### src/verilog/huff_pkg.sv
package huff_pkg;

    // Encoder phases, stepped by encode_ctrl
    typedef enum logic [2:0] {
        idle      = 3'd0,                   // Waiting for start
        header    = 3'd1,                   // Magic word bits
        translate = 3'd2,                   // Count bits, then code words
        flush     = 3'd3,                   // Pad and send last partial byte
        done      = 3'd4                    // Stream complete
    } phase_t;

    // Character and output byte width
    parameter int char_w = 8;

    // Path word: code bits below a leading marker one
    parameter int path_w = 128;
    parameter int path_idx_w = $clog2(path_w);

    // Total character count in the stream header
    parameter int count_w = 32;
    parameter int count_idx_w = $clog2(count_w);

    // End of file, never encoded
    parameter logic [char_w-1:0] eof_char = 8'h1A;

endpackage

### src/verilog/encode_ctrl.sv
`timescale 1ns/1ps

module encode_ctrl (
    input  logic             clk,
    input  logic             rst,
    input  logic             start,
    input  logic             header_done,
    input  logic             fin,
    input  logic             flushed,
    output huff_pkg::phase_t phase,
    output logic             done
);

    huff_pkg::phase_t phase_n;

    always_comb begin
        phase_n = phase;
        case (phase)
            huff_pkg::idle:      if (start) phase_n = huff_pkg::header;
            huff_pkg::header:    if (header_done) phase_n = huff_pkg::translate;
            huff_pkg::translate: if (fin) phase_n = huff_pkg::flush;
            huff_pkg::flush:     if (flushed) phase_n = huff_pkg::done;
            huff_pkg::done:      if (start) phase_n = huff_pkg::header;  // Next stream
            default:             phase_n = huff_pkg::idle;
        endcase
    end

    always_ff @(posedge clk or posedge rst) begin
        if (rst) begin
            phase <= huff_pkg::idle;
        end else begin
            phase <= phase_n;
        end
    end

    assign done = (phase == huff_pkg::done);

    // A start in the middle of a stream would be lost
    assert property (@(posedge clk) disable iff (rst)
        start |-> (phase == huff_pkg::idle || phase == huff_pkg::done));

endmodule

### config.mk
export PLATFORM = sky130hd
export DESIGN_NAME = encode_ctrl
export DESIGN_NICKNAME = d
export VERILOG_FILES = /design/src/verilog/huff_pkg.sv /design/src/verilog/encode_ctrl.sv
export SDC_FILE = /design/constraint.sdc
export NUM_CORES = 1
export LEC_CHECK = 0
export ABC_AREA = 1
export BUFFER_PORTS_ARGS = -buffer_cell sky130_fd_sc_hd__buf_4
export CORE_AREA = 2 2 39 41
export DETAILED_ROUTE_END_ITERATION = 8
export DIE_AREA = 0 0 41 43
export GPL_TIMING_DRIVEN = 0
export SYNTH_ARGS = -nofsm -noshare
export SYNTH_HDL_FRONTEND = slang
export SYNTH_SLANG_ARGS = --single-unit
### constraint.sdc
create_clock -name clk -period 1.4 [get_ports clk]
set_input_delay 0.42 -clock clk [delete_from_list [all_inputs] [get_ports clk]]
set_output_delay 0.42 -clock clk [all_outputs]
set_load 0.05 [all_outputs]
# Yosys cells after proc, flatten, opt, wreduce, memory -nomap -nowiden
# Cells that the tools add are included.
# classes
muxes	5
eq_ne	8
reduce_logical	3
# ops
cell	n
$mux 3	4
$pmux 3 s4	1
$eq 3x2->1 const B	2
$ne 2x2->1 const B	3
$reduce_and 4->1	1
$eq 3x1->1 const B	1
$eq 3x3->1 const B	1
$logic_not 3->1	1
$ne 2x1->1 const B	1
$reduce_or 2->1	1
# word_totals
reg_bits	3
input_bits	6
wordCells	17

# Longest topological paths before layout
# depth
word_depth	4
ltp_mapped	7

# Worst setup path after synthesis
# OpenSTA, ideal clock, no wires.
# synth_timing
path_type	reg2out
start	reg phase[2]
end	out done
required_ps	980
path_stages_with_launch	3
path_slack_ps	-522
arrival_time_ps	1502
path_cell_list	dfrtp_1 -> inv_1 -> nor2_1
# synth_via
elab_chain_len	1
# synth_lines
item	line_no	source
start: declaration	encode_ctrl.sv:10	output huff_pkg::phase_t phase,
start signal: assignment	encode_ctrl.sv:30	phase <= huff_pkg::idle;
start signal: assignment	encode_ctrl.sv:32	phase <= phase_n;
$eq 3x3->1	encode_ctrl.sv:36	assign done = (phase == huff_pkg::done);
end: declaration	encode_ctrl.sv:11	output logic done
# Every way passes these cells.

# Final worst setup path
# layout_timing
start	reg phase[0]
end	out done
# Same word-level chain as after synthesis.

==> metrics.yaml <==
r2r_start: "phase[2]$_DFFE_PP0P_"
totalWireLength_um: 634
max_freq_ghz: 0.704
status: "finished, violations left"
globalplace.congestion: 0.723
cts_max_path_buffers: 2
hold_viol: 0
clkLatencyLatePin_ns: 0.23
gr-total-overflow: 0
fin_nets: 64
wl_per_cell_um: 8.68
drc: 0
layout_setup_ws_ns: -0.0200
port-buffer-count: 9
cts-root-buf: "clkbuf_4"
critPathRequiredTime_ns: 0.98
power_mw: 1.03
path_clk_slew_ns: 0.04
area_growth_pct: 81.8
n_antenna_cell: 0
final.min_clock_period_ns: 1.42
num_rows: 14
dr.pass1.iters: 3
synthesis.area_um2: 234
skew_ns: 0.000631
core_area_um2: 1380
rrSetupSlack_ns: 0.18
cp-end-kind: "output port"
tightestPinTransition_ns: 0.209
grt_pass1_vias: 327
power_density_nw_per_um2: 2430
worstRegToRegCells: 6
setup_violations: 1
start_kind: "flip-flop"
vias: 289
rsz0062_at_grt: "yes"
pin_count: 10
yosys-top-cells-area: "dfrtp_1 32%, nand2_1 14%, nor2_1 9.6%"
cp_max_fo: 2
vias_per_cell: 3.96
cp.arrival_ns: 1.00
slew_headroom_pct: 86.0
cts_made_buffers: 3
ys_seq_area_share_pct: 32.1
grt_max_degree: 5
finalCritPeriodShare_pct: 101
syn-num-nets: 43
synth_top_area_share_pct: 32.1
antenna_left: 0
slew_viol_final: 0
fin_hold_ws_ns: 0.0591
synth_area_leader_cell: "dfrtp_1"
grtUsageTotal_pct: 10.3
dpl.hpwl_um: 464
htreeDepth: 1
tns_ns: -0.0200
antenna_found_initial: 0
die_height_um: 43
crit_start: "phase[0]$_DFFE_PP0P_"
yosysWarningCount: 0
worstHoldPathType: "primary input to async pin"
reg_top3: "phase (3)"
violations: "setup timing"
irDropWorstVdd_uv: 605
largest_register: "phase"
endpoint: "done"
synth.distinct_cells: 13
maxCapViolCount: 0
dieArea_um2: 1760
r2r_end: "phase[2]$_DFFE_PP0P_"
die_x_um: 41
path_class: "flip-flop to output port"
avgSynthCellArea_um2: 6.32
ys_seq_elements: 3
ctsHoldBuffers: 0
cts.sinks: 3
first_iter_violations: 4
syn_inst: 37
grt_first_pass_wirelength_mm: 1.15
drive_above_1_share_pct: 54.4
p_leak_nw: 0.239
start_util_pct: 16.9
cts_tree: "done"
largest_register_ffs: 3
timing repair:
item	CTS	global route
pin swaps	2	0
resized for setup	1	2
setup buffers	7	0
setup endpoints to repair	1	2
endpoints found under the hold margin	0	0
synth_stat cells, drive strengths merged:
master / count
dfrtp: 3
o21bai: 2
inv: 7
nand3: 3
nor3: 1
nor2: 7
a21oi: 2
nand3b: 1
and3: 1
nand2: 10
kinds of logic (layout without fill, tap and decap cells):
| logic type | count (synthesis) | in the layout | share of synthesized area (%) |
|---|---|---|---|
| AO/OA/AOI/OAI | 4 | 4 | 10.7 |
| buffers and inverters | 7 | 27 | 11.2 |
| flip-flops | 3 | 3 | 32.1 |
| AND/OR/NAND/NOR | 23 | 23 | 46.0 |
cells in the final DEF, fill, tap and decap left out, drive strengths merged:
cell type | netlist | layout
a21oi | 2 | 2
nand2 | 10 | 10
dfrtp | 3 | 3
clkbuf | 0 | 4
nand3b | 1 | 1
o21bai | 2 | 2
buf | 0 | 16
nor2 | 7 | 7
and3 | 1 | 1
inv | 7 | 7
nor3 | 1 | 1
nand3 | 3 | 3
final cells by class:
class | count | area (um2)
multi-input combinational | 27 | 143
sequential | 3 | 78.8
timing repair buffer | 16 | 131
inverter | 7 | 26.3
fill | 156 | 958
clock buffer | 4 | 26.3
tap | 16 | 20.0
critical path, stage by stage, from the launching register on:
cell and delay [ns]:
dfrtp_2 0.40, inv_2 0.07, nand2_2 0.07, nor2_4 0.09, buf_8 0.15
worst min path at each step:
stage,startpoint,end,slack (ns),depth (start not counted)
4_1_cts,rst,phase[0]$_DFFE_PP0P_,0.05,2
3_3_place_gp,rst,phase[1]$_DFFE_PP0P_,0.29,2
6_report,rst,phase[0]$_DFFE_PP0P_,0.06,2
5_1_grt,rst,phase[0]$_DFFE_PP0P_,0.06,2
2_1_floorplan,rst,phase[0]$_DFFE_PP0P_,0.17,1
3_5_place_dp,rst,phase[0]$_DFFE_PP0P_,0.30,2
power breakdown:
group / internal (mW) / switching, mW
combinational: 0.294 / 0.427
sequential: 0.135 / 0.0268
clock: 0.107 / 0.0427
per-layer routing:
metal	track usage, %	vias up	part of all wire (%)
li1	-	155	-
met2	17.5	2	63
met4	10.0	0	0
met1	8.06	132	35
met3	3.14	0	1.6
met5	0	-	0
metrics by stage:
step	instances	setup WS (ns)	util, %	cell area, um2
floorplan	37	0.00182	-	248
global placement	62	0.115	24.2	335
detailed placement	62	0.112	24.2	335
CTS	73	-0.0287	30.2	418
global route	73	-0.0783	30.7	425
finish	73	-0.0200	30.7	425
No activity file was read; power rests on OpenSTA's default activity.
