===== config.mk =====
export PLATFORM = sky130hd
export DESIGN_NAME = header_emitter
export DESIGN_NICKNAME = d
export VERILOG_FILES = /design/src/verilog/huff_pkg.sv /design/src/verilog/header_emitter.sv
export SDC_FILE = /design/constraint.sdc
export NUM_CORES = 1
export LEC_CHECK = 0
export ABC_CLOCK_PERIOD_IN_PS = 2000
export BUFFER_PORTS_ARGS = -buffer_cell sky130_fd_sc_hd__buf_4
export CORE_AREA = 2 2 39 41
export CTS_CLUSTER_SIZE = 8
export DETAILED_ROUTE_END_ITERATION = 7
export DIE_AREA = 0 0 41 43
export PLACE_DENSITY = 0.49
export SLEW_MARGIN = 20
export SYNTH_ARGS = -nofsm -noshare
export SYNTH_HDL_FRONTEND = slang
export SYNTH_SLANG_ARGS = --single-unit
export TNS_END_PERCENT = 5

===== constraint.sdc =====
create_clock -name clk -period 2 [get_ports clk]
set_input_delay 0.3 -clock clk [delete_from_list [all_inputs] [get_ports clk]]
set_output_delay 0.3 -clock clk [all_outputs]
set_load 0.03 [all_outputs]

===== src/verilog/huff_pkg.sv =====
package huff_pkg;

    // Encoder phases, stepped by encode_ctrl
    typedef enum logic [2:0] {
        idle      = 3'd0,                   // Waiting for start
        header    = 3'd1,                   // Magic word bits
        translate = 3'd2,                   // Count bits, then code words
        flush     = 3'd3,                   // Pad and send last partial byte
        done      = 3'd4                    // Stream complete
    } phase_t;

    // Character and output byte width
    parameter int char_w = 8;

    // Path word: code bits below a leading marker one
    parameter int path_w = 128;
    parameter int path_idx_w = $clog2(path_w);

    // Total character count in the stream header
    parameter int count_w = 32;
    parameter int count_idx_w = $clog2(count_w);

    // End of file, never encoded
    parameter logic [char_w-1:0] eof_char = 8'h1A;

endpackage


===== src/verilog/header_emitter.sv =====
`timescale 1ns/1ps

module header_emitter #(
    parameter logic [15:0] magic = 16'h4855
) (
    input  logic             clk,
    input  logic             rst,
    input  huff_pkg::phase_t phase,
    input  logic             head_take,
    output logic             head_bit,
    output logic             head_valid,
    output logic             head_last
);

    logic [3:0] bit_idx;                    // Counts down from 15
    logic       sent;                       // All 16 bits taken

    assign head_valid = (phase == huff_pkg::header) && !sent;
    assign head_bit   = magic[bit_idx];     // MSB first
    assign head_last  = (bit_idx == 4'd0);

    always_ff @(posedge clk or posedge rst) begin
        if (rst) begin
            bit_idx <= 4'd15;
            sent    <= 1'b0;
        end else if (phase != huff_pkg::header) begin
            // Rearm for the next stream
            bit_idx <= 4'd15;
            sent    <= 1'b0;
        end else if (head_take) begin
            if (head_last) begin
                sent <= 1'b1;
            end else begin
                bit_idx <= bit_idx - 4'd1;
            end
        end
    end

endmodule


[After elaboration in Yosys (flattened, before gate mapping)]
Memory sizes are Yosys's and may differ from the RTL's.
Index checks and enable logic that the tools add are counted.
Word-level totals
  output and inout port bits: 3
  register bits: 5
  memory bits (read-only): 16
  input port bits: 6
  memories: 1
Memories
  (no name shown): words 16, bits a word 1, read ports 1, clocked after Yosys merged registers in 0, write ports 0, RTL line header_emitter.sv:19  | assign head_bit = magic[bit_idx];
Operators by class
  reduce and logical (&&, ||, !) cells: 7
  $lt $le $gt $ge: 1
  $add $sub $neg: 1
  muxes and demuxes: 7
  equal/unequal tests: 3
Operator list (number)
  4-bit two-way mux: 3
  4-bit by 5-bit < comparator with 1-bit output (second input constant): 1
  4-bit logical NOT: 1
  1-bit two-way mux: 4
  2-bit AND reduction: 2
  2-bit nonzero test: 2
  4-bit by 1-bit subtractor with 4-bit output (second input constant): 1
  3-bit by 1-bit == test with 1-bit output (second input constant): 1
  3-bit by 1-bit != test with 1-bit output (second input constant): 1
  2-bit by 1-bit != test with 1-bit output (second input constant): 1
  1-bit logical AND: 1
  1-bit logical NOT: 1

[Depth between registers and ports, before layout]
  word-level depth: 4
  depth in mapped cells: 7

[Least setup slack after synthesis]
Ideal clock, no wire load.
  kind: reg2out
  from: reg bit_idx[2]
  to: out head_bit
  cell stages (with the launch flop): 3
  setup slack: 0.409 ns
  buffers on the path: 0
  arrival time: 1.291 ns
  path through: dfstp_2 a21boi_0 o21ai_0
Between the ends
  cells in the longest elaborated chain, start to end: 2
RTL lines
  from (decl): RTL line header_emitter.sv:15  | logic [3:0] bit_idx;
  from (signal assigned): RTL line header_emitter.sv:34  | bit_idx <= bit_idx - 4'd1;
  memory 16 x 1 bit
  1-bit two-way mux (implied by the code): RTL line header_emitter.sv:19
  to (decl): RTL line header_emitter.sv:10  | output logic head_bit,
No other way between the ends. The select of a mux whose other input is x is not followed.

[Worst setup path after layout]
  from: reg bit_idx[0]
  to: out head_last
Between the ends
  cells in the longest elaborated chain, start to end: 1
RTL lines
  4-bit logical NOT: RTL line header_emitter.sv:20  | assign head_last = (bit_idx == 4'd0);
  to (decl): RTL line header_emitter.sv:12  | output logic head_last
No other way between the ends.

==> flow_summary.json <==
{
  "synth.ff_latch_count": 5,
  "wire_per_inst_um": 10.2,
  "synth_fp_nets": 43,
  "crit-reg2reg-capture": "sent",
  "globalRouteTotalUtil_pct": 9.38,
  "grt_antenna_before_repair": 0,
  "vias": 287,
  "final-max-slew-violation-count": 0,
  "post-route-min-period_ns": 1.89,
  "p_leak_nw": 0.218,
  "drv_cap": 0,
  "clk_pin_slew_worst_paths_ns": 0.05,
  "final.setup.worst_slack_ns": 0.109,
  "post_syn_area_um2": 308,
  "netlist-cell-type-count": 22,
  "wl_um": 644,
  "drtIter0Drc": 1,
  "power_frac_clock_pct": 48.1,
  "critPathMaxFanout": 6,
  "core.rowCount": 14,
  "ys_top_cells_by_area": "dfstp_2 (34%), dfrtp_1 (8.1%), nand4b_1 (5.7%), inv_1 (4.9%), nand2_1 (4.9%)",
  "postRouteAntennaNets": 0,
  "finalInstanceArea_um2": 418,
  "critical_path.endpoint_type": "output port",
  "power.share.sequential_pct": 41.4,
  "post-route-period-util_pct": 94.5,
  "worstHoldPathCells": 3,
  "hold_start": "phase[0]",
  "postSynthCellCount": 36,
  "power-per-cell-area_nw_per_um2": 606,
  "r2r_cells": 6,
  "pin_count": 9,
  "floorplan.initialDensity_pct": 22.2,
  "total_cell_area_at_the_placement_stage_um2": 379,
  "timing.critical_path.required_ns": 1.70,
  "hp-class": "primary input to flop",
  "overflow": 0,
  "layout.cells.most_common": "buf_4",
  "dp.final_hpwl_um": 471,
  "power.net_switching_mw": 0.0600,
  "rrSetupSlack_ns": 0.52,
  "die_y_um": 43,
  "fin_worst_skew_ns": 0.00608,
  "setup.worst_path.class": "flop to output port",
  "buffer_ports.inserted": 8,
  "ir_drop_v": 0.000145,
  "hold_viol": 0,
  "highest_count_cells_in_the_layout_ignoring_fill_and_taps": "buf_4 (8), nand2_1 (4), inv_1 (4), dfstp_2 (4)",
  "post_synth.cell_area_avg_um2": 8.55,
  "wire_length_of_the_first_global_routing_pass_mm": 1.01,
  "die-width_um": 41,
  "r2r_start": "bit_idx[0]",
  "setup_violations": 0,
  "clockRootBuffer": "clkbuf_4",
  "yosys_synthesis_warning_count": 0,
  "max_clock_freq_mhz": 529,
  "dp_worst_setup_slack_ns": 0.352,
  "area_delta_synth_final_pct": 35.8,
  "antenna_cells": 0,
  "cts_tree": "built",
  "cts_buffers": 3,
  "design.final.nets": 55,
  "clock_insertion_delay_worst_skew_ns": 0.25,
  "postCtsSetupBuffers": 0,
  "p_sw_share_pct": 23.7,
  "rsz0062_at_grt": "false",
  "drt_first_pass_iters": 4,
  "cp.arrival_ns": 1.59,
  "worst_hold_path.endpoint": "sent",
  "final_layout_size_suffix_gt1_share_pct": 38.3,
  "die-area_um2": 1760,
  "h-tree-depth": 1,
  "crit_path_start_kind": "flop",
  "yosysTopAreaCellShare_pct": 34.1,
  "cellInternalPower_mw": 0.193,
  "core_area_um2": 1380,
  "yosysTopAreaCell": "dfstp_2",
  "power.combinational.fraction_pct": 10.5,
  "grt_start_max_net_pins": 10,
  "setup-tns-final_ns": 0,
  "synth_sequential_area_ratio_pct": 42.3,
  "cts.sink_count": 5,
  "result_of_the_run": "completed",
  "final_gp_congestion": 0.696,
  "first_global_vias": 238,
  "cts_max_path_buffers": 2,
  "tightestPinTransition_ns": 0.217,
  "viasPerCell": 4.56,
  "max_slew_margin_pct": 85.4,
  "detail_route.drc_violations": 0
}
## what timing repair did
item / in CTS / in global routing
hold buffers: 1 / 0
endpoints found under the hold margin: 1 / 0
endpoints found under the setup margin: 0 / 1
gates resized for setup: 0 / 1
## sequential cells by signal (all words and copies together), names as in the netlist
| register | flops |
|---|---|
| sent | 1 |
| bit_idx | 4 |
## synthesized netlist by cell type
cell	count
nand3_1	1
dfstp_2	4
o21ai_0	2
and3_4	1
a21oi_1	2
nor2_1	3
nand2_1	4
a31oi_1	1
a21boi_0	1
o21ai_1	1
dfrtp_1	1
and3_2	1
or3b_1	1
nor3_1	1
a21o_1	1
ha_1	1
nand4b_1	2
o211ai_1	1
buf_2	1
inv_1	4
clkbuf_1	1
and2_1	1
## per-layer routing
layer / GRT usage, % / part of all wire, % / vias to the layer above
met5: 0 / 0 / -
met4: 10.0 / 3.9 / 0
met3: 4.71 / 5.7 / 4
met2: 10.6 / 44 / 11
met1: 11.4 / 46 / 128
li1: - / - / 144
## how the worst max path moves through the flow
stage | to | startpoint | slack [ns] | cells past startpoint
finish | head_last | bit_idx[0] | 0.11 | 5
global route | head_last | bit_idx[0] | 0.05 | 5
CTS | head_last | bit_idx[0] | 0.07 | 5
detailed placement | head_last | bit_idx[0] | 0.35 | 5
global placement | head_last | bit_idx[0] | 0.37 | 5
floorplan | head_bit | bit_idx[2] | 0.41 | 2
## cell families (layout without fill, tap and decap cells)
kind of cell | after synthesis | count (layout) | share of synthesized area, %
simple gates | 15 | 15 | 28.5
compound gates | 9 | 9 | 17.5
buf+inv | 6 | 17 | 7.72
flops | 5 | 5 | 42.3
fa+ha+maj | 1 | 1 | 4.06
## area by class of cell
cell class	instances	area (um^2)
Multi-Input combinational cell	25	156
Sequential cell	5	130
Fill cell	150	966
Tap cell	16	20.0
Inverter	4	15.0
Timing Repair Buffer	9	70.1
Clock buffer	4	26.3
## worst max-delay path, stage by stage, from the launching register on
cell	delay [ns]
dfstp_2	0.58
inv_1	0.06
ha_1	0.22
or3b_4	0.27
inv_1	0.05
buf_4	0.16
## power by group through the flow
stage	registers, mW	logic (mW)	clock network, mW
after floorplan	0.106	0.0141	0
after global placement	0.106	0.0252	0
after detailed placement	0.106	0.0255	0
after CTS	0.105	0.0271	0.129
after global routing	0.105	0.0294	0.134
final	0.105	0.0265	0.122
## through the flow
| step | utilization, % | power, mW | std cells | hold slack, ns |
|---|---|---|---|---|
| 2_1_floorplan | - | 0.120 | 36 | 0.0756 |
| 3_3_place_gp | 27.4 | 0.131 | 58 | 0.225 |
| 3_5_place_dp | 27.4 | 0.132 | 58 | 0.225 |
| 4_1_cts | 30.0 | 0.261 | 63 | 0.306 |
| 5_1_grt | 30.2 | 0.268 | 63 | 0.314 |
| 6_report | 30.2 | 0.253 | 63 | 0.312 |
Power figures use the tool's default switching activity.
