## src/verilog/huff_pkg.sv

```systemverilog
package huff_pkg;

    // Encoder phases, stepped by encode_ctrl
    typedef enum logic [2:0] {
        idle      = 3'd0,                   // Waiting for start
        header    = 3'd1,                   // Magic word bits
        translate = 3'd2,                   // Count bits, then code words
        flush     = 3'd3,                   // Pad and send last partial byte
        done      = 3'd4                    // Stream complete
    } phase_t;

    // Character and output byte width
    parameter int char_w = 8;

    // Path word: code bits below a leading marker one
    parameter int path_w = 128;
    parameter int path_idx_w = $clog2(path_w);

    // Total character count in the stream header
    parameter int count_w = 32;
    parameter int count_idx_w = $clog2(count_w);

    // End of file, never encoded
    parameter logic [char_w-1:0] eof_char = 8'h1A;

endpackage

```

## src/verilog/code_translator.sv

```systemverilog
`timescale 1ns/1ps

module code_translator (
    input  logic                             clk,
    input  logic                             rst,
    input  huff_pkg::phase_t                 phase,
    input  logic [huff_pkg::count_w-1:0]     total_chars,
    input  logic                             start,
    input  logic                             head_bit,
    input  logic                             head_valid,
    input  logic                             head_last,
    output logic                             head_take,
    input  logic                             char_valid,
    input  logic [huff_pkg::char_w-1:0]      char_data,
    output logic                             char_credit,
    output logic                             lookup,
    output logic [huff_pkg::char_w-1:0]      char_addr,
    input  logic [huff_pkg::path_w-1:0]      path,
    input  logic                             path_valid,
    input  logic                             bit_ready,
    output logic                             bit_valid,
    output logic                             bit_data,
    output logic                             header_done,
    output logic                             fin
);

    typedef enum logic [2:0] {
        st_idle,                            // Header forwarding
        st_count,                           // Total count bits
        st_char,                            // Wait for a held character
        st_wait,                            // Table read in flight
        st_emit,                            // Code bits below the marker
        st_fin                              // End of file seen
    } state_t;

    state_t                              state;
    logic [huff_pkg::count_w-1:0]        count_q;
    logic [huff_pkg::count_idx_w-1:0]    cnt_idx;
    logic [huff_pkg::char_w-1:0]         char_q;
    logic                                char_held;
    logic                                eof_held;
    logic [huff_pkg::path_w-1:0]         path_q;
    logic [huff_pkg::path_idx_w-1:0]     bit_idx;
    logic [huff_pkg::path_idx_w-1:0]     lead;      // Marker position
    logic                                xfer;

    assign char_addr   = char_q;
    assign eof_held    = (char_q == huff_pkg::eof_char);
    assign xfer        = bit_valid && bit_ready;
    assign header_done = head_take && head_last;

    // Highest set bit of the returned path word
    always_comb begin
        lead = '0;
        for (int i = 0; i < huff_pkg::path_w; i++) begin
            if (path[i]) begin
                lead = i[huff_pkg::path_idx_w-1:0];
            end
        end
    end

    always_comb begin
        bit_valid = 1'b0;
        bit_data  = 1'b0;
        head_take = 1'b0;
        lookup    = 1'b0;
        fin       = 1'b0;
        case (state)
            st_idle: begin
                if (phase == huff_pkg::header && head_valid) begin
                    bit_valid = 1'b1;
                    bit_data  = head_bit;
                    head_take = bit_ready;
                end
            end
            st_count: begin
                bit_valid = 1'b1;
                bit_data  = count_q[cnt_idx];
            end
            st_char: begin
                if (char_held) begin
                    fin    = eof_held;      // End of file emits nothing
                    lookup = !eof_held;
                end
            end
            st_emit: begin
                bit_valid = 1'b1;
                bit_data  = path_q[bit_idx];
            end
            default: ;
        endcase
    end

    always_ff @(posedge clk or posedge rst) begin
        if (rst) begin
            state       <= st_idle;
            char_held   <= 1'b0;
            char_credit <= 1'b0;
        end else begin
            char_credit <= 1'b0;
            case (state)
                st_idle:  if (header_done) state <= st_count;
                st_count: if (xfer && cnt_idx == '0) state <= st_char;
                st_char:  if (char_held) state <= eof_held ? st_fin : st_wait;
                st_wait: begin
                    if (path_valid) begin
                        if (lead == '0) begin   // Empty code
                            state       <= st_char;
                            char_held   <= 1'b0;
                            char_credit <= 1'b1;
                        end else begin
                            state <= st_emit;
                        end
                    end
                end
                st_emit: begin
                    if (xfer && bit_idx == '0) begin
                        state       <= st_char;
                        char_held   <= 1'b0;
                        char_credit <= 1'b1;    // Character consumed
                    end
                end
                default: ;
            endcase
            if (start) begin
                state <= st_idle;
                // The previous end of file is released here
                if (char_held && eof_held) begin
                    char_held   <= 1'b0;
                    char_credit <= 1'b1;
                end
            end
            if (char_valid) begin
                char_held <= 1'b1;
            end
        end
    end

    always_ff @(posedge clk) begin
        if (start) begin
            count_q <= total_chars;
        end
        if (header_done) begin
            cnt_idx <= '1;                  // Count MSB
        end else if (state == st_count && xfer) begin
            cnt_idx <= cnt_idx - 1'b1;
        end
        if (char_valid) begin
            char_q <= char_data;
        end
        if (state == st_wait && path_valid) begin
            path_q  <= path;
            bit_idx <= lead - 1'b1;         // Skip the marker
        end else if (state == st_emit && xfer) begin
            bit_idx <= bit_idx - 1'b1;
        end
    end

    // Table answers only what was asked two cycles before
    assert property (@(posedge clk) disable iff (rst)
        path_valid |-> $past(lookup, 2));

endmodule

```

## config.mk

```make
export PLATFORM = sky130hd
export DESIGN_NAME = code_translator
export DESIGN_NICKNAME = d
export VERILOG_FILES = /design/src/verilog/huff_pkg.sv /design/src/verilog/code_translator.sv
export SDC_FILE = /design/constraint.sdc
export NUM_CORES = 1
export LEC_CHECK = 0
export ABC_AREA = 1
export BUFFER_PORTS_ARGS = -buffer_cell sky130_fd_sc_hd__buf_4
export CORE_AREA = 8 8 162 164
export CTS_CLUSTER_DIAMETER = 30
export CTS_CLUSTER_SIZE = 12
export DETAILED_ROUTE_END_ITERATION = 6
export DIE_AREA = 0 0 170 172
export GPL_TIMING_DRIVEN = 0
export PLACE_DENSITY = 0.7
export SLEW_MARGIN = 20
export SYNTH_ARGS = -nofsm -noshare
export SYNTH_HDL_FRONTEND = slang
export SYNTH_SLANG_ARGS = --single-unit
export TNS_END_PERCENT = 100
```

## constraint.sdc

```tcl
create_clock -name clk -period 3.4 [get_ports clk]
set_clock_uncertainty 0.15 [all_clocks]
set_input_delay 0.34 -clock clk [delete_from_list [all_inputs] [get_ports clk]]
set_output_delay 0.34 -clock clk [all_outputs]
set_load 0.02 [all_outputs]
```

==> Word-level counts from Yosys, hierarchy flattened <==
Cells that the tools add are included.
W data, S select, Z words.
{ "word_totals": {"out_inout_bits": 15, "ff_bits": 185, "wordCells": 207} }
{ "classes": {"muxes": 165, "reduce_logical": 18, "n_addsub": 3, "n_eq_ne": 11, "n_lt_le_gt_ge": 2} }
{ "ops": {"columns": ["cell", "n"], "rows": [
  ["$mux W7", 128],
  ["$mux W3", 8],
  ["$mux W1", 22],
  ["$ne A3 B3 Y1 const B", 5],
  ["$pmux W3 S5", 1],
  ["$logic_not A7 Y1", 2],
  ["$sub A7 B1 Y7 const B", 2],
  ["$logic_and A1 B1 Y1", 9],
  ["$eq A8 B5 Y1 const B", 1],
  ["$lt A7 B8 Y1 const B", 1],
  ["$bmux W1 S7", 1],
  ["$eq A3 B1 Y1 const B", 2],
  ["$eq A3 B2 Y1 const B", 2],
  ["$lt A5 B6 Y1 const B", 1],
  ["$pmux W1 S2", 3],
  ["$reduce_and A6 Y1", 1],
  ["$reduce_bool A6 Y1", 1],
  ["$bmux W1 S5", 1],
  ["$logic_not A5 Y1", 1],
  ["$sub A5 B1 Y5 const B", 1],
  ["$eq A3 B3 Y1 const B", 1],
  ["$logic_not A3 Y1", 1],
  ["$pmux W1 S3", 1],
  ["$reduce_bool A2 Y1", 1],
  ["2 further kinds", 2]
]} }

==> Depth between registers and ports, before layout <==
{ "depth": {"word_depth": 134, "mapped_depth": 132} }

==> Least setup slack after synthesis <==
No wires, ideal clock.
{ "synth_timing": {"kind": "input port to flip-flop", "startpoint": "in path[2] in the netlist's numbering", "endpoint": "reg bit_idx[6] in the netlist's numbering (data pin)", "path_stages": 132, "path_slack_ns": -3.459, "arrival_ns": 6.443, "required_time_ns": 2.984, "n_path_buf": 0, "cell_sequence": "inv_1 -> nand2_1 -> nand2_1 -> nand2_1 -> nand2_1 -> nand2_1 -> nand2_1 -> nand2_1 -> nand2_1 -> nand2_1 -> nand2_1 -> nand2_1 -> nand2_1 -> nand2_1 -> nand2_1 -> nand2_1 -> nand2_1 -> nand2_1 -> [96 not listed] -> nand2_1 -> nand2_1 -> nand2_1 -> nand2_1 -> nand2_1 -> nand2_1 -> nand2_1 -> nand2_1 -> nand2_1 -> nand2_1 -> nand2_1 -> nand2_2 -> nand2_2 -> a21boi_0 -> ha_1 -> nand3_1 -> nor3_1 -> xor2_1"} }
{ "synth_between": {"elab_chain_len": 128} }
{ "synth_rtl": {"columns": ["element", "line", "source"], "rows": [
  ["start, declared", "code_translator.sv:18", "input logic [huff_pkg::path_w-1:0] path,"],
  ["$mux W7 (126 in a row)", "code_translator.sv:56", "if (path[i]) begin"],
  ["$sub A7 B1 Y7", "code_translator.sv:153", "bit_idx <= lead - 1'b1;"],
  ["$mux W7", "code_translator.sv:151", "if (state == st_wait && path_valid) begin"],
  ["end signal, assigned", "code_translator.sv:153", null],
  ["end signal, assigned", "code_translator.sv:155", "bit_idx <= bit_idx - 1'b1;"],
  ["end, declared", "code_translator.sv:43", "logic [huff_pkg::path_idx_w-1:0] bit_idx;"]
]} }
No other way between the ends.
A chain may end at the register's enable or synchronous reset.

==> Worst setup path after layout <==
Same ends and word-level chain as after synthesis.

==> metrics.yaml <==
outcome: "complete, but fails checks"
violations: "negative setup slack"
die_h_um: 172
finalWorstSetupSlack_ps: -3940
yosysWarnings: 0
grt_pass1_vias: 9158
die_x_um: 170
overflow: 0
rr_startpoint: "state[2]"
worst_path_most_repeated_cell: "nand2_1"
worst-slew-pin-transition_ps: 1050
synth-edff-count: 175
finalSetupViolCount: 11
setup.worst_path.start_class: "input port"
switching_power_w: 0.00168
clockBufferDepth: 2
slew_violations: 0
cp-end-kind: "flip-flop"
crit_end: "bit_idx[6]"
p_int_w: 0.00420
start_util_pct: 39.0
ys_ff_latch: 185
mostFrequentLayoutCells: "209 x buf_4, 208 x nand2_1, 175 x edfxtp_1"
r2r_slack_ps: -240
syn-mean-instance-area_um2: 8.95
antenna_found_initial: 2
fmax_mhz: 136
core_area_um2: 23800
cp_slowest_cell: "ha_2"
grt_max_degree: 138
rows: 57
final_util_pct: 57.7
timing.rr.end: "bit_idx[5]"
layout_min_cycle_time_ps: 7340
track_usage_pct: 20.7
hold_violations: 0
drc_errors: 0
syn_inst: 1039
cts_tree: "built"
ff2ff_path_depth: 11
synth_area_um2: 9300
portBuffers: 194
period_share_pct: 216
gp_congestion: 0.907
startpoint: "path[2]"
first_iter_violations: 914
maxSlewHeadroom_pct: 30.1
vdd_drop_max_mv: 0.326
cts-root-buf: "clkbuf_16"
cap_violations: 0
layout_commonest_cell: "buf_4"
fin_area_um2: 13700
path_clk_slew_ps: 70
layout-drive-gt1-share_pct: 19.4
vias_per_cell: 5.14
required_ps: 3420
area_growth_pct: 47.7
pin_count: 195
path_class: "input port to flip-flop"
pwr-share-clk_pct: 34.8
totalWireLength_um: 30500
grt_pass1_wl_um: 46800
crit_path_max_incr_delay_ps: 240
seqPwrFrac_pct: 44.9
critPathArrivalTime_ps: 7360
yosysUniqueCellTypes: 34
power_density_nw_per_um2: 428
die-area_um2: 29200
dp_hpwl_um: 20800
ant_nets: 0
dr.pass1.iters: 6
insertion_delay_ps: 430
cts-buffers-inserted: 17
htreeDepth: 4
rsz0062_at_grt: "yes"
place_area_um2: 11200
vias: 9129
yosysSeqAreaShare_pct: 58.9
wl_per_cell_um: 17.2
synth_nets: 1221
power_frac_comb_pct: 20.2
async_flop_share_pct: 2.70
hold_class: "input port to flip-flop"
final_nets: 1620
switching_share_pct: 28.6
synthFlopType: "edfxtp_1"
crit_fanout: 2
power.leakage_nw: 5.85
clkSinkCount: 185
per-layer routing:
layer	part of all wire [%]	vias up	GRT usage (%)
met5	0	-	0
met4	3.2	0	9.08
met3	8.3	74	3.88
met2	50	441	36.4
met1	38	4261	24.4
li1	-	4353	-
synth_stat cells (3+ instances only):
master / instances / area share (%)
a21oi_1: 6 / 0.32
and2_1: 3 / 0.20
clkbuf_1: 28 / 1.1
dfrtp_1: 5 / 1.3
dfxtp_1: 5 / 1.1
edfxtp_1: 175 / 56
inv_1: 168 / 6.8
nand2_1: 211 / 8.5
nand2_2: 3 / 0.20
nand3_1: 79 / 4.3
nand4_1: 5 / 0.34
nor2_1: 126 / 5.1
nor3_1: 8 / 0.43
nor4_1: 35 / 2.4
o21ai_0: 108 / 5.8
o221ai_1: 8 / 0.75
o22ai_1: 41 / 2.8
xor2_1: 3 / 0.28
critical path: cells and delay by family:
family | cells | cell delay [ps]
AOI/OAI and AO/OA | 1 | 160
xor gates and xnor gates | 1 | 90
adders and majority gates | 1 | 240
buffers and inverters | 2 | 120
and+or+nand+nor | 128 | 6410
worst min-delay path by stage:
stage                     startpoint            to  slack [ps]  cells past startpoint
final                     char_valid  char_addr[1]          50                      1
after global routing      char_valid  char_addr[1]          50                      1
after CTS                 char_valid  char_addr[0]          40                      1
after detailed placement         rst   char_credit         110                      2
after global placement           rst   char_credit         110                      2
after floorplan                  rst   char_credit         -30                      1
cell type report:
class	count	area, um2
tap	324	405
timing repair buffer	380	3290
antenna	2	5.00
clock inverter	15	196
fill	2015	10100
multi-input combinational	654	3120
clock buffer	17	425
sequential	185	5480
buffer	30	164
inverter	170	646
kinds of logic after synthesis:
family	after synthesis	synth area share, %
AO/OA/AOI/OAI	178	10.9
XOR/XNOR	3	0.283
buffers and inverters	200	8.15
adder cells (fa/ha/maj)	2	0.269
AND/OR/NAND/NOR	471	21.4
flip-flops	185	58.9
power groups by stage:
stage	logic (W)	registers (W)	clock network, W
global route	0.00131	0.00265	0.00215
floorplan	0.000551	0.00269	0
global placement	0.000963	0.00269	0
detailed placement	0.000987	0.00269	0
finish	0.00119	0.00264	0.00205
CTS	0.00116	0.00264	0.00207
state kept, by name, summed over array words and instances (netlist names):
signal and flops:
cnt_idx 5, char_credit 1, char_held 1, state 3, bit_idx 7, char_addr 8, path_q 128, count_q 32
per-stage QoR:
stage / total power, W / hold slack (ps) / worst slack, ps / instances / setup TNS, ps
2_1_floorplan: 0.00324 / -31.5 / -3290 / 1039 / -32010
3_3_place_gp: 0.00365 / 109 / -4250 / 1557 / -42450
3_5_place_dp: 0.00368 / 112 / -4380 / 1557 / -43390
4_1_cts: 0.00588 / 38.8 / -3830 / 1774 / -38850
5_1_grt: 0.00611 / 49.0 / -5270 / 1777 / -54110
6_report: 0.00588 / 54.4 / -3940 / 1777 / -40640
timing repair:
item	in CTS	in global routing
buffers inserted	17	1
endpoints found under the setup margin	12	12
pin swaps	5	7
gates resized for setup	23	30
endpoints found under the hold margin	173	0
hold buffers	169	0
Note: power is estimated with default switching activity, not from simulation.
