--- config.mk ---
export PLATFORM = sky130hd
export DESIGN_NAME = bit_serializer
export DESIGN_NICKNAME = d
export VERILOG_FILES = /design/src/verilog/huff_pkg.sv /design/src/verilog/bit_serializer.sv
export SDC_FILE = /design/constraint.sdc
export NUM_CORES = 1
export LEC_CHECK = 0
export BUFFER_PORTS_ARGS = -buffer_cell sky130_fd_sc_hd__buf_2
export CELL_PAD_IN_SITES_DETAIL_PLACEMENT = 1
export CELL_PAD_IN_SITES_GLOBAL_PLACEMENT = 1
export CORE_AREA = 8 8 65 67
export DETAILED_ROUTE_END_ITERATION = 8
export DIE_AREA = 0 0 73 75
export PLACE_DENSITY = 0.74
export SLEW_MARGIN = 20
export SYNTH_ARGS = -nofsm -noshare
export SYNTH_HDL_FRONTEND = slang
export SYNTH_SLANG_ARGS = --single-unit
--- constraint.sdc ---
create_clock -name clk -period 3.85 [get_ports clk]
set_clock_uncertainty 0.1 [all_clocks]
set_input_delay 0.1925 -clock clk [delete_from_list [all_inputs] [get_ports clk]]
set_output_delay 0.1925 -clock clk [all_outputs]
set_load 0.02 [all_outputs]
--- src/verilog/huff_pkg.sv ---
package huff_pkg;

    // Encoder phases, stepped by encode_ctrl
    typedef enum logic [2:0] {
        idle      = 3'd0,                   // Waiting for start
        header    = 3'd1,                   // Magic word bits
        translate = 3'd2,                   // Count bits, then code words
        flush     = 3'd3,                   // Pad and send last partial byte
        done      = 3'd4                    // Stream complete
    } phase_t;

    // Character and output byte width
    parameter int char_w = 8;

    // Path word: code bits below a leading marker one
    parameter int path_w = 128;
    parameter int path_idx_w = $clog2(path_w);

    // Total character count in the stream header
    parameter int count_w = 32;
    parameter int count_idx_w = $clog2(count_w);

    // End of file, never encoded
    parameter logic [char_w-1:0] eof_char = 8'h1A;

endpackage

--- src/verilog/bit_serializer.sv ---
`timescale 1ns/1ps

module bit_serializer #(
    parameter int out_credits = 4
) (
    input  logic                        clk,
    input  logic                        rst,
    input  huff_pkg::phase_t            phase,
    input  logic                        bit_valid,
    input  logic                        bit_data,
    output logic                        bit_ready,
    output logic                        out_valid,
    output logic [huff_pkg::char_w-1:0] out_data,
    input  logic                        out_credit,
    output logic                        flushed
);

    localparam int cred_w = $clog2(out_credits + 1);

    logic [huff_pkg::char_w-1:0] sh;        // Newest bit at LSB
    logic [3:0]                  fill;      // 0 to 8 bits held
    logic [cred_w-1:0]           credits;
    logic                        has_credit;
    logic                        xfer;
    logic                        send;
    logic                        pad;
    logic [huff_pkg::char_w-1:0] send_byte;

    assign has_credit = (credits != '0);
    assign bit_ready  = (fill != 4'd8);     // Full byte blocks upstream
    assign xfer       = bit_valid && bit_ready;

    always_comb begin
        send      = 1'b0;
        pad       = 1'b0;
        send_byte = sh;
        if (fill == 4'd8) begin
            send = has_credit;              // Byte stalled on credit
        end else if (xfer && fill == 4'd7) begin
            send      = has_credit;
            send_byte = {sh[6:0], bit_data};
        end else if (phase == huff_pkg::flush && fill != 4'd0) begin
            pad       = 1'b1;
            send      = has_credit;
            send_byte = sh << (4'd8 - fill);    // Zero padding below
        end
    end

    always_ff @(posedge clk or posedge rst) begin
        if (rst) begin
            fill      <= 4'd0;
            credits   <= cred_w'(out_credits);
            out_valid <= 1'b0;
            flushed   <= 1'b0;
        end else begin
            out_valid <= send;
            credits   <= credits - cred_w'(send) + cred_w'(out_credit);
            if (send) begin
                fill <= 4'd0;
            end else if (xfer) begin
                fill <= fill + 4'd1;
            end
            flushed <= (phase == huff_pkg::flush) && !flushed &&
                       ((pad && send) || fill == 4'd0);
        end
    end

    always_ff @(posedge clk) begin
        if (xfer) begin
            sh <= {sh[6:0], bit_data};
        end
        if (send) begin
            out_data <= send_byte;
        end
    end

    // Sink never returns more than it was given
    assert property (@(posedge clk) disable iff (rst)
        credits <= cred_w'(out_credits));

endmodule

## After elaboration in Yosys (flattened, before gate mapping)

Index checks and enable logic that the tools add are counted.

- Register bits: 25
- Word-level logic and storage cells: 38
- Output and inout port bits: 11
- Input port bits: 8

- Shift operators: 1
- Reduce and logical (&&, ||, !) cells: 12
- Equality and inequality tests: 4
- Mux-type cells: 11
- Add/sub/neg operators: 4

Operators by type and width:

| kind | count |
|---|---|
| $mux 8 | 3 |
| $mux 4 | 2 |
| $shl 8x4->8 | 1 |
| $logic_and 1x1->1 | 6 |
| $mux 1 | 6 |
| $add 4x1->4 const B | 1 |
| $eq 4x3->1 const B | 1 |
| $eq 4x4->1 const B | 1 |
| $logic_not 4->1 | 1 |
| $ne 4x4->1 const B | 1 |
| $reduce_bool 4->1 | 1 |
| $sub 4x4->4 const A | 1 |
| $add 3x1->3 | 1 |
| $eq 3x2->1 const B | 1 |
| $reduce_bool 3->1 | 1 |
| $sub 3x1->3 | 1 |
| $reduce_bool 2->1 | 1 |
| $logic_not 1->1 | 1 |
| $logic_or 1x1->1 | 1 |

## Depth between registers and ports, before layout

Gate-level depths: netlist (run 1).

- Word-level depth: 8
- Depth in mapped cells: 12
- Depth with buffers taken out: 11

## Worst setup path after synthesis (run 1)

OpenSTA, ideal clock, no wires.

- Path type: flip-flop to flip-flop
- Start: reg fill[0]
- End: reg credits[2]
- Stages on the path, launching flop included: 13
- Library setup time: 0.075 ns
- Buffers on the path: 1
- Period minus slack after synthesis: 3.155 ns
- Arrival time: 2.980 ns
- Required time: 3.675 ns
- Path slack: 0.695 ns
- Cell sequence: dfrtp_1 -> buf_2 -> inv_1 -> ha_1 -> nand3b_1 -> o21ai_0 -> o21a_1 -> ha_1 -> inv_1 -> ha_1 -> fa_1 -> xnor2_1 -> xnor2_1

- Cells in the longest elaborated chain, start to end: 7
- Elaborated cells between the ends (all ways): 12
- Those cells by class: add/sub (2); eq/ne (3); mux (3); reduce/logical (4)

Ends and longest elaborated chain:

| element | line | text |
|---|---|---|
| start: declaration | bit_serializer.sv:21 | `logic [3:0] fill;` |
| start signal: assignment | bit_serializer.sv:61 | `fill <= fill + 4'd1;` |
| $ne 4x4->1 | bit_serializer.sv:30 | `assign bit_ready = (fill != 4'd8);` |
| named net bit_ready | bit_serializer.sv:11 | `output logic bit_ready,` |
| $logic_and 1x1->1 | bit_serializer.sv:31 | `assign xfer = bit_valid && bit_ready;` |
| $logic_and 1x1->1 | bit_serializer.sv:39 | `end else if (xfer && fill == 4'd7) begin` |
| $mux 1 | bit_serializer.sv:39 |  |
| $mux 1 | bit_serializer.sv:37 | `if (fill == 4'd8) begin` |
| named net send | bit_serializer.sv:25 | `logic send;` |
| $sub 3x1->3 | bit_serializer.sv:57 | `credits <= credits - cred_w'(send) + cred_w'(out_credit);` |
| $add 3x1->3 | bit_serializer.sv:57 |  |
| end signal: assignment | bit_serializer.sv:52 | `credits <= cred_w'(out_credits);` |
| end signal: assignment | bit_serializer.sv:57 |  |
| end: declaration | bit_serializer.sv:22 | `logic [cred_w-1:0] credits;` |

The timed path passes the listed nets, and every way through them passes these cells.
A chain may end at the register's enable or synchronous reset.

## Worst setup path in the final report (run 1)

- Start: reg fill[0]
- End: reg credits[2]

- Cells in the longest elaborated chain, start to end: 7
- Elaborated cells between the ends (all ways): 12
- Those cells by class: add/sub (2); eq/ne (3); mux (3); reduce/logical (4)

Ends and longest elaborated chain:

| element | line |
|---|---|
| $reduce_bool 4->1 or $ne 4x4->1 (tied branches) | bit_serializer.sv:42, bit_serializer.sv:30 |
| $logic_and 1x1->1, on equally long branches | bit_serializer.sv:42, bit_serializer.sv:31 |
| $mux 1 or $logic_and 1x1->1 (tied branches) | bit_serializer.sv:42, bit_serializer.sv:39 |
| $mux 1 | bit_serializer.sv:39 |
| $mux 1 * | bit_serializer.sv:37 |
| named net send | bit_serializer.sv:25 |
| $sub 3x1->3 * | bit_serializer.sv:57 |
| $add 3x1->3 * | bit_serializer.sv:57 |

Mark *: on every way through the listed nets, which the timed path passes. The rest lies on a longest branch.

==> metrics, run 1 <==
outcome completed; starting density of the core 0.434; synth unique cells 40; share of cells above drive strength 1 0.193; minimum clock period 3.13 ns; LEAKAGE 0.000675 uW; Die X 73 um; Syn-to-layout area delta 13.2%; Crit Path Max Fanout 14; pins over their slew limit 0; final setup fails 0; Comb pwr share 0.529; CP arrival 3.30 ns; Num Clock Sinks 25; Hold Vio Cnt, Final 0; CP cell instances inv_1 > ha_1 > nand3b_1 > o21ai_0 > o21a_1 > ha_1 > inv_1 > ha_1 > fa_1 > xnor2_1 > xnor2_1; DRT antenna net count 0; final WL 3.27 mm; post-synthesis net count 132; pwr/cell area 764 nW/um^2; slowest CP cell o21a_1; Sw Ratio 0.426; Max VDD drop 0.000320 V; DIE AREA 5480 um^2; total chip power 1210 uW; antenna violations before repair 0; clock network power share 0.104; Port Buffers 18; CTS Root Cell clkbuf_4; Final Instance Area 1590 um^2; H-tree Lvls 1; RSZ-0062 raised after global routing no; worst skew pair latency 0.34 ns; CTS clk-pin slew, worst paths 0.13 ns; Tot GR Track Use 0.133; Core Region 3230 um^2; Async S/R FF share, synth 0.360; Worst Tran Pin Value 0.718 ns; Synth Instances 119; average wire per standard cell 17.6 um; Final nets 154; Rows 21; CTS max path bufs 2; Die Y 75 um; Synthesis Warnings 0; vias in the first global route 1099; sequential area share after synthesis 0.504; R2R Setup Slk 0.72 ns; commonest non-fill, non-tap cells in the layout buf_2 (18), edfxtp_1 (16), inv_1 (9); Int Power 696 uW; # fillers 361; global-route wire length before repair 5.55 mm; Worst path most repeated cell ha_1; Hold Crit Class primary input to flop; antenna cells 0; Num CTS Buffers 3; fin crit share 0.814; Top Family by Delay on Critical Path adder cells; vias per cell 5.60; largest net degree at the start of global routing 16; Vias 1041; number of enable-type register cells in the synthesized netlist 16; Required @ worst endpoint 4.01 ns; NetSw 518 uW; Synth Flop Type edfxtp_1; CTS resizes 0; CP Capture Type flop; Seq cells post-synth 25; Crit Path Class flop to flop; slew margin rel. 0.518; dpl hpwl 2.48 mm; commonest non-fill, non-tap cell in the layout buf_2; Max Freq 319 MHz; IO Pins 19; Post-Syn Area per Cell 11.8 um^2; Detailed Routing Iterations Pass 1 4; critical path buffer and inverter count 2; MaxCap Viol Count 0; CTS tree yes; startpoint types flop; Reg power frac 0.367; slowest stage delay, CP 0.50 ns; Initial DRC Count 43; Syn Std Cell Area 1400 um^2; setup TNS 0 ns; Post-Place Cell Area 1530 um^2; DRC 0; Placer Congestion 0.839; Overflow after GRT 0
[logic make-up after synthesis]
family | synth area share
AOI/OAI and AO/OA | 0.148
xor gates and xnor gates | 0.0374
adders and majority gates | 0.0499
buffers and inverters | 0.0454
DFF | 0.504
muxes | 0.105
and+or+nand+nor | 0.111
[repair_timing]
action / CTS / global route
hold buffers: 3 / 0
hold endpoints to repair: 11 / 0
buffers inserted: 0 / 0
[metal layers]
metal	wire (um)	global-route usage	part of all wire
met1	1480	0.165	0.45
met2	1630	0.217	0.50
met3	114	0.0280	0.035
met4	44	0.0578	0.013
met5	0	0	0
[area by class of cell]
class	instances	area, um^2	area share
Inverter	9	33.8	0.0213
Timing Repair Buffer	22	128	0.0803
Sequential cell	25	707	0.445
Tap cell	46	57.6	0.0362
Multi-Input combinational cell	80	633	0.398
Clock inverter	1	7.51	0.00472
Clock buffer	3	22.5	0.0142
[cells in the mapped netlist, types with 2 or more instances]
library cell / number / area (um^2)
nand2_1: 4 / 15.0
inv_1: 9 / 33.8
a22o_1: 4 / 35.0
a22oi_1: 4 / 30.0
o21ai_0: 5 / 25.0
edfxtp_1: 16 / 480
dfrtp_1: 8 / 200
nand3b_1: 4 / 30.0
a21oi_1: 4 / 20.0
nor2_1: 8 / 30.0
buf_2: 3 / 15.0
nor3_1: 2 / 10.0
o21bai_1: 2 / 15.0
xnor2_1: 4 / 35.0
xor2_1: 2 / 17.5
mux2i_1: 8 / 80.1
mux4_2: 3 / 67.6
ha_1: 4 / 50.1
a21o_1: 2 / 15.0
nand3_1: 3 / 15.0
[path summary, 6_finish.rpt]
kind | cells after the start | end | from
worst max-delay path | 11 | credits[2] | fill[0]
worst min-delay path | 3 | fill[1] | bit_valid
worst max register to register | 11 | credits[2] | fill[0]
worst min register to register | 1 | flushed | flushed
max in group asynchronous | 3 | credits[2] | rst
min in group asynchronous | 3 | fill[3] | rst
[flip-flops by register name, summed over array words and instances, names as in the netlist]
name and flops:
fill 4, flushed 1, out_valid 1, out_data 8, sh 8, credits 3
[power by group through the flow]
stage | combinational, uW | clock, uW | sequential (uW)
5_1_grt | 718 | 135 | 458
6_report | 642 | 126 | 445
4_1_cts | 647 | 131 | 446
3_5_place_dp | 639 | 0 | 452
2_1_floorplan | 468 | 0 | 466
3_3_place_gp | 601 | 0 | 448
[worst register-to-register path, stage by stage (launching register included)]
cell and delay (ns):
dfrtp_1 0.40, inv_1 0.19, ha_1 0.35, nand3b_1 0.22, o21ai_0 0.13, o21a_1 0.50, ha_1 0.22, inv_1 0.05
ha_1 0.19, fa_1 0.39, xnor2_1 0.20, xnor2_1 0.14
[per-stage QoR]
step,util,hold slack [ns],instances,worst slack (ns)
after detailed placement,0.473,0.0753,179,0.742
after global routing,0.492,0.115,186,0.521
after CTS,0.492,0.0877,186,0.691
after global placement,0.473,0.0708,179,0.909
after floorplan,-,-0.0803,119,0.695
final,0.492,0.0983,186,0.717
Note: power is estimated with default switching activity, not from simulation.
==> run 2, diff against run 1 <==
- CORE_AREA: 8 8 65 67 -> 8 8 69 71
- DIE_AREA: 0 0 73 75 -> 0 0 77 79
- PLACE_DENSITY: 0.74 -> 0.69
- clock period: 3.85 -> 2.7 ns (I/O delays scaled with it)
==> run 2 against run 1 <==
  * Core utilization shrank 4.4 points
  * Via count is 1.5% lower
  * Maximum frequency increased by 23%
  * Combinational power increased by 67%
  * Cell count increased by 4.8%
  * Die area grew 11%
  * Clock-buffer cell count unchanged
  * First-iteration DRC count rose by 9.3%
  * Power increased by 58%
==> metrics, run 2 (synthesis gave the netlist of run 1 again) <==
worst hold path depth 3; Core Region 3800 um^2; DIE AREA 6080 um^2; CTS clk-pin slew, worst paths 0.09 ns; Detailed Routing Iterations Pass 1 4; CP Capture Type flop; CTS Root Cell clkbuf_8; Vias 1025; commonest non-fill, non-tap cell in the layout buf_2; crit path from fill[0]; Num CTS Buffers 3; Overflow after GRT 0; DRT antenna net count 0; min-delay src bit_valid; share of cells above drive strength 1 0.276; Max VDD drop 0.000477 V; Tot GR Track Use 0.108; fin util 0.448; pins over their slew limit 0; Max Freq 393 MHz; final setup fails 0; clock network power share 0.115; commonest non-fill, non-tap cells in the layout buf_2 (18), edfxtp_1 (16), mux2i_1 (8), nor2_1 (8), dfrtp_1 (8); CTS resizes 0; global-route wire length before repair 5.43 mm; NetSw 763 uW; fin crit share 0.942; RSZ-0062 raised after global routing no; Post-Place Worst Slack 0.143 ns; antenna cells 0; Hold Crit Class primary input to flop; R2R Setup Slk 0.16 ns; Hold Vio Cnt, Final 0; Comb pwr share 0.556; largest net degree at the start of global routing 15; Die X 77 um; vias in the first global route 1162; vias per cell 5.26; Worst Tran Pin Value 0.575 ns; FF-to-FF path depth 11; LEAKAGE 0.000711 uW; reg2reg end credits[2]; Crit Path Class flop to flop; worst skew pair latency 0.27 ns; final worst setup slack 0.156 ns; final WL 3.31 mm; Num Clock Sinks 25; antenna violations before repair 0; CTS tree yes; Final nets 159; H-tree Lvls 1; CTS max path bufs 2; IO Pins 19; Int Power 1150 uW; CP arrival 2.65 ns; MaxCap Viol Count 0; Required @ worst endpoint 2.80 ns; startpoint types flop; Placer Congestion 0.822; WHS 0.119 ns; slew margin rel. 0.614; Sw Ratio 0.398; Post-Place Cell Area 1620 um^2; Syn-to-layout area delta 21.1%; Post-CTS Setup Bufs 0; pwr/cell area 1130 nW/um^2; FF-to-FF Start fill[0]; Largest regs out_data (8), sh (8), fill (4); DRC 0; Port Buffers 18; Rows 23; Crit Path Max Fanout 7; minimum clock period 2.54 ns; Final Instance Area 1700 um^2; Initial DRC Count 47; dpl hpwl 2.52 mm; total chip power 1920 uW; hold worst-path end fill[1]; average wire per standard cell 17.0 um; Reg power frac 0.329; outcome completed; starting density of the core 0.370; Die Y 79 um
run 2: timing repair:
action,4_1_cts,5_1_grt
hold buffers,2,1
hold endpoints to repair,9,1
endpoints found under the setup margin,0,0
run 2: stage by stage:
stage,std cells,TNS [ns]
after floorplan,119,-0.293
after global placement,188,0
after detailed placement,188,0
after CTS,194,0
after global routing,195,0
final,195,0
run 2: power groups by stage:
stage	clock network [uW]	registers, uW	logic [uW]
6_report	220	631	1070
5_1_grt	241	645	1170
4_1_cts	228	632	1080
3_5_place_dp	0	640	1070
3_3_place_gp	0	634	1030
2_1_floorplan	0	668	756
run 2: worst max-delay path, cell delays in order (launching register included):
cell        delay, ns
dfrtp_1          0.42
clkinvlp_4       0.13
ha_4             0.20
nand3b_1         0.18
o21ai_1          0.10
o21a_2           0.25
ha_4             0.26
inv_2            0.04
ha_4             0.15
fa_2             0.37
xnor2_2          0.17
xnor2_1          0.13
run 2: how the worst max path moves through the flow:
stage / endpoint / slack [ns]
floorplan: credits[2] / -0.22
global placement: credits[2] / 0.26
detailed placement: credits[2] / 0.14
CTS: credits[2] / 0.12
global route: credits[2] / 0.05
finish: credits[2] / 0.16
run 2: layout make-up:
| cell class | count | area [um^2] |
|---|---|---|
| Sequential cell | 25 | 707 |
| Timing Repair Buffer | 27 | 165 |
| Inverter | 9 | 37.5 |
| Fill cell | 430 | 2100 |
| Multi-Input combinational cell | 80 | 682 |
| Clock inverter | 1 | 5.00 |
| Clock buffer | 3 | 41.3 |
| Tap cell | 50 | 62.6 |
run 2: routing by layer:
layer,up-vias,track usage,share of wire
li1,497,-,-
met3,2,0.0192,0.031
met5,-,0,0
met4,0,0.0340,0.0066
met1,508,0.121,0.43
met2,18,0.203,0.53
==> run 3, diff against run 2 <==
- PLACE_DENSITY: 0.69 -> unset
- PLACE_DENSITY_LB_ADDON: unset -> 0.15
==> run 3 against run 2 <==
  * Sequential share of layout area down 0.27 points
  * Combinational power about the same
  * Worst hold slack worse by 0.045 ns
  * First-iteration DRC count down 49%
  * Non-clock buffer count up 1
  * Worst setup slack better by 0.0020 ns
  * Critical path depth unchanged
  * Final area up 0.66%
  * Sequential cell count unchanged
  * Sequential power up 2%
  * Power up 1.6%
  * Largest cell class unchanged
  * Highest routed layer unchanged
==> metrics, run 3 (synthesis gave the netlist of run 1 again) <==
outcome completed; fin util 0.451; R2R Setup Slk 0.16 ns; Port Buffers 18; final WL 3.28 mm; CTS clk-pin slew, worst paths 0.10 ns; Overflow after GRT 0; global-route wire length before repair 5.64 mm; Syn-to-layout area delta 21.9%; Worst path most repeated cell ha_4; DIE AREA 6080 um^2; Final Instance Area 1710 um^2; Largest regs out_data (8), sh (8), fill (4); LEAKAGE 0.000716 uW; Die X 77 um; Rows 23; antenna cells 0; Placer Congestion 0.821; average wire per standard cell 16.7 um; Worst Tran Pin Value 0.483 ns; DRT antenna net count 0; Core Region 3800 um^2; CTS max path bufs 2; dpl hpwl 2.45 mm; DRC 0; CTS Root Cell clkbuf_8; RSZ-0062 raised after global routing no; Required @ worst endpoint 2.81 ns; # fillers 410; multi-input logic area 682 um^2; Die Y 79 um; commonest non-fill, non-tap cell in the layout buf_2; Num CTS Buffers 3; Post-Place Cell Area 1620 um^2; slowest stage delay, CP 0.43 ns; Final nets 160; antenna violations before repair 0; vias in the first global route 1111; Detailed Routing Iterations Pass 1 4; H-tree Lvls 1; startpoint types flop; Hold Vio Cnt, Final 0; starting density of the core 0.370; CP Capture Type flop; Max Freq 393 MHz; Crit Path Max Fanout 7; slew margin rel. 0.674; pins over their slew limit 0; worst skew pair latency 0.28 ns; pwr/cell area 1140 nW/um^2; FF+latch area 707 um^2; dpl cells 187; slowest CP cell dfrtp_1; Post-Layout Cell Count 196; MaxCap Viol Count 0; Vias 1052; Crit Path Class flop to flop; Max VDD drop 0.000351 V; share of cells above drive strength 1 0.281; CP arrival 2.65 ns; largest net degree at the start of global routing 17; Num Clock Sinks 25; CP cell instances clkinvlp_4 > ha_4 > nand3b_1 > o21ai_1 > o21a_2 > ha_4 > inv_2 > ha_4 > fa_2 > xnor2_2 > xnor2_1; Initial DRC Count 24; commonest non-fill, non-tap cells in the layout buf_2 (18), edfxtp_1 (16), mux2i_1 (8), nor2_1 (8), dfrtp_1 (8); fin crit share 0.941; Hold Crit Class primary input to flop; final setup fails 0; vias per cell 5.37; IO Pins 19; minimum clock period 2.54 ns; Tot GR Track Use 0.114; CTS tree yes
[run 3: changes by cell type in the layout (fill, tap and decap cells not counted), sizes merged]
cell	change
buf	+1
clkinv	-1
inv	+1
[run 3: per-layer routing]
layer	routed length, um	share of wire	vias up	track usage
met4	51	0.016	0	0.0509
met1	1530	0.47	531	0.143
met2	1600	0.49	13	0.187
met5	0	0	-	0
met3	90	0.027	4	0.0203
li1	-	-	504	-
[run 3: critical path: cells and delay by family (launching register included)]
kind	cells	cell delay, ns
fa+ha+maj	4	1.01
simple gates	1	0.10
buf+inv	2	0.20
xor+xnor	2	0.31
flops	1	0.43
compound gates	2	0.33
[run 3: where the power goes]
group          internal [uW]  switching (uW)  total [uW]
Sequential               546            95.9         642
Combinational            509             549        1060
Clock                    109             140         249
Total                   1160             785        1950
[run 3: metrics by stage]
| stage | hold WS, ns | setup WS (ns) | TNS (ns) | power [uW] |
|---|---|---|---|---|
| after detailed placement | 0.0348 | 0.147 | 0 | 1700 |
| after global placement | 0.0206 | 0.244 | 0 | 1660 |
| after CTS | 0.0688 | 0.104 | 0 | 1950 |
| final | 0.0743 | 0.158 | 0 | 1950 |
| after floorplan | -0.138 | -0.220 | -0.293 | 1420 |
| after global routing | 0.104 | 0.00876 | 0 | 2110 |
[run 3: timing repair]
| item | CTS | global route |
|---|---|---|
| gates resized for setup | 0 | 0 |
| hold buffers | 3 | 0 |
| hold endpoints to repair | 10 | 0 |
| buffers inserted | 0 | 2 |
| endpoints found under the setup margin | 0 | 1 |
[run 3: final timing paths]
kind	from	endpoint	cells past startpoint
worst max-delay path	fill[0]	credits[2]	11
worst min-delay path	bit_valid	fill[1]	3
worst max register to register	fill[0]	credits[2]	11
worst min register to register	flushed	flushed	1
max in group asynchronous	rst	credits[2]	3
min in group asynchronous	rst	fill[0]	3
[run 3: cell type report]
| class | instances | area share |
|---|---|---|
| inverters | 9 | 0.0219 |
| multi-input cells | 80 | 0.398 |
| clock inverters | 1 | 0.00512 |
| repair buffers | 28 | 0.101 |
| clock buffers | 3 | 0.0241 |
| flip-flops and latches | 25 | 0.413 |
| well taps | 50 | 0.0365 |
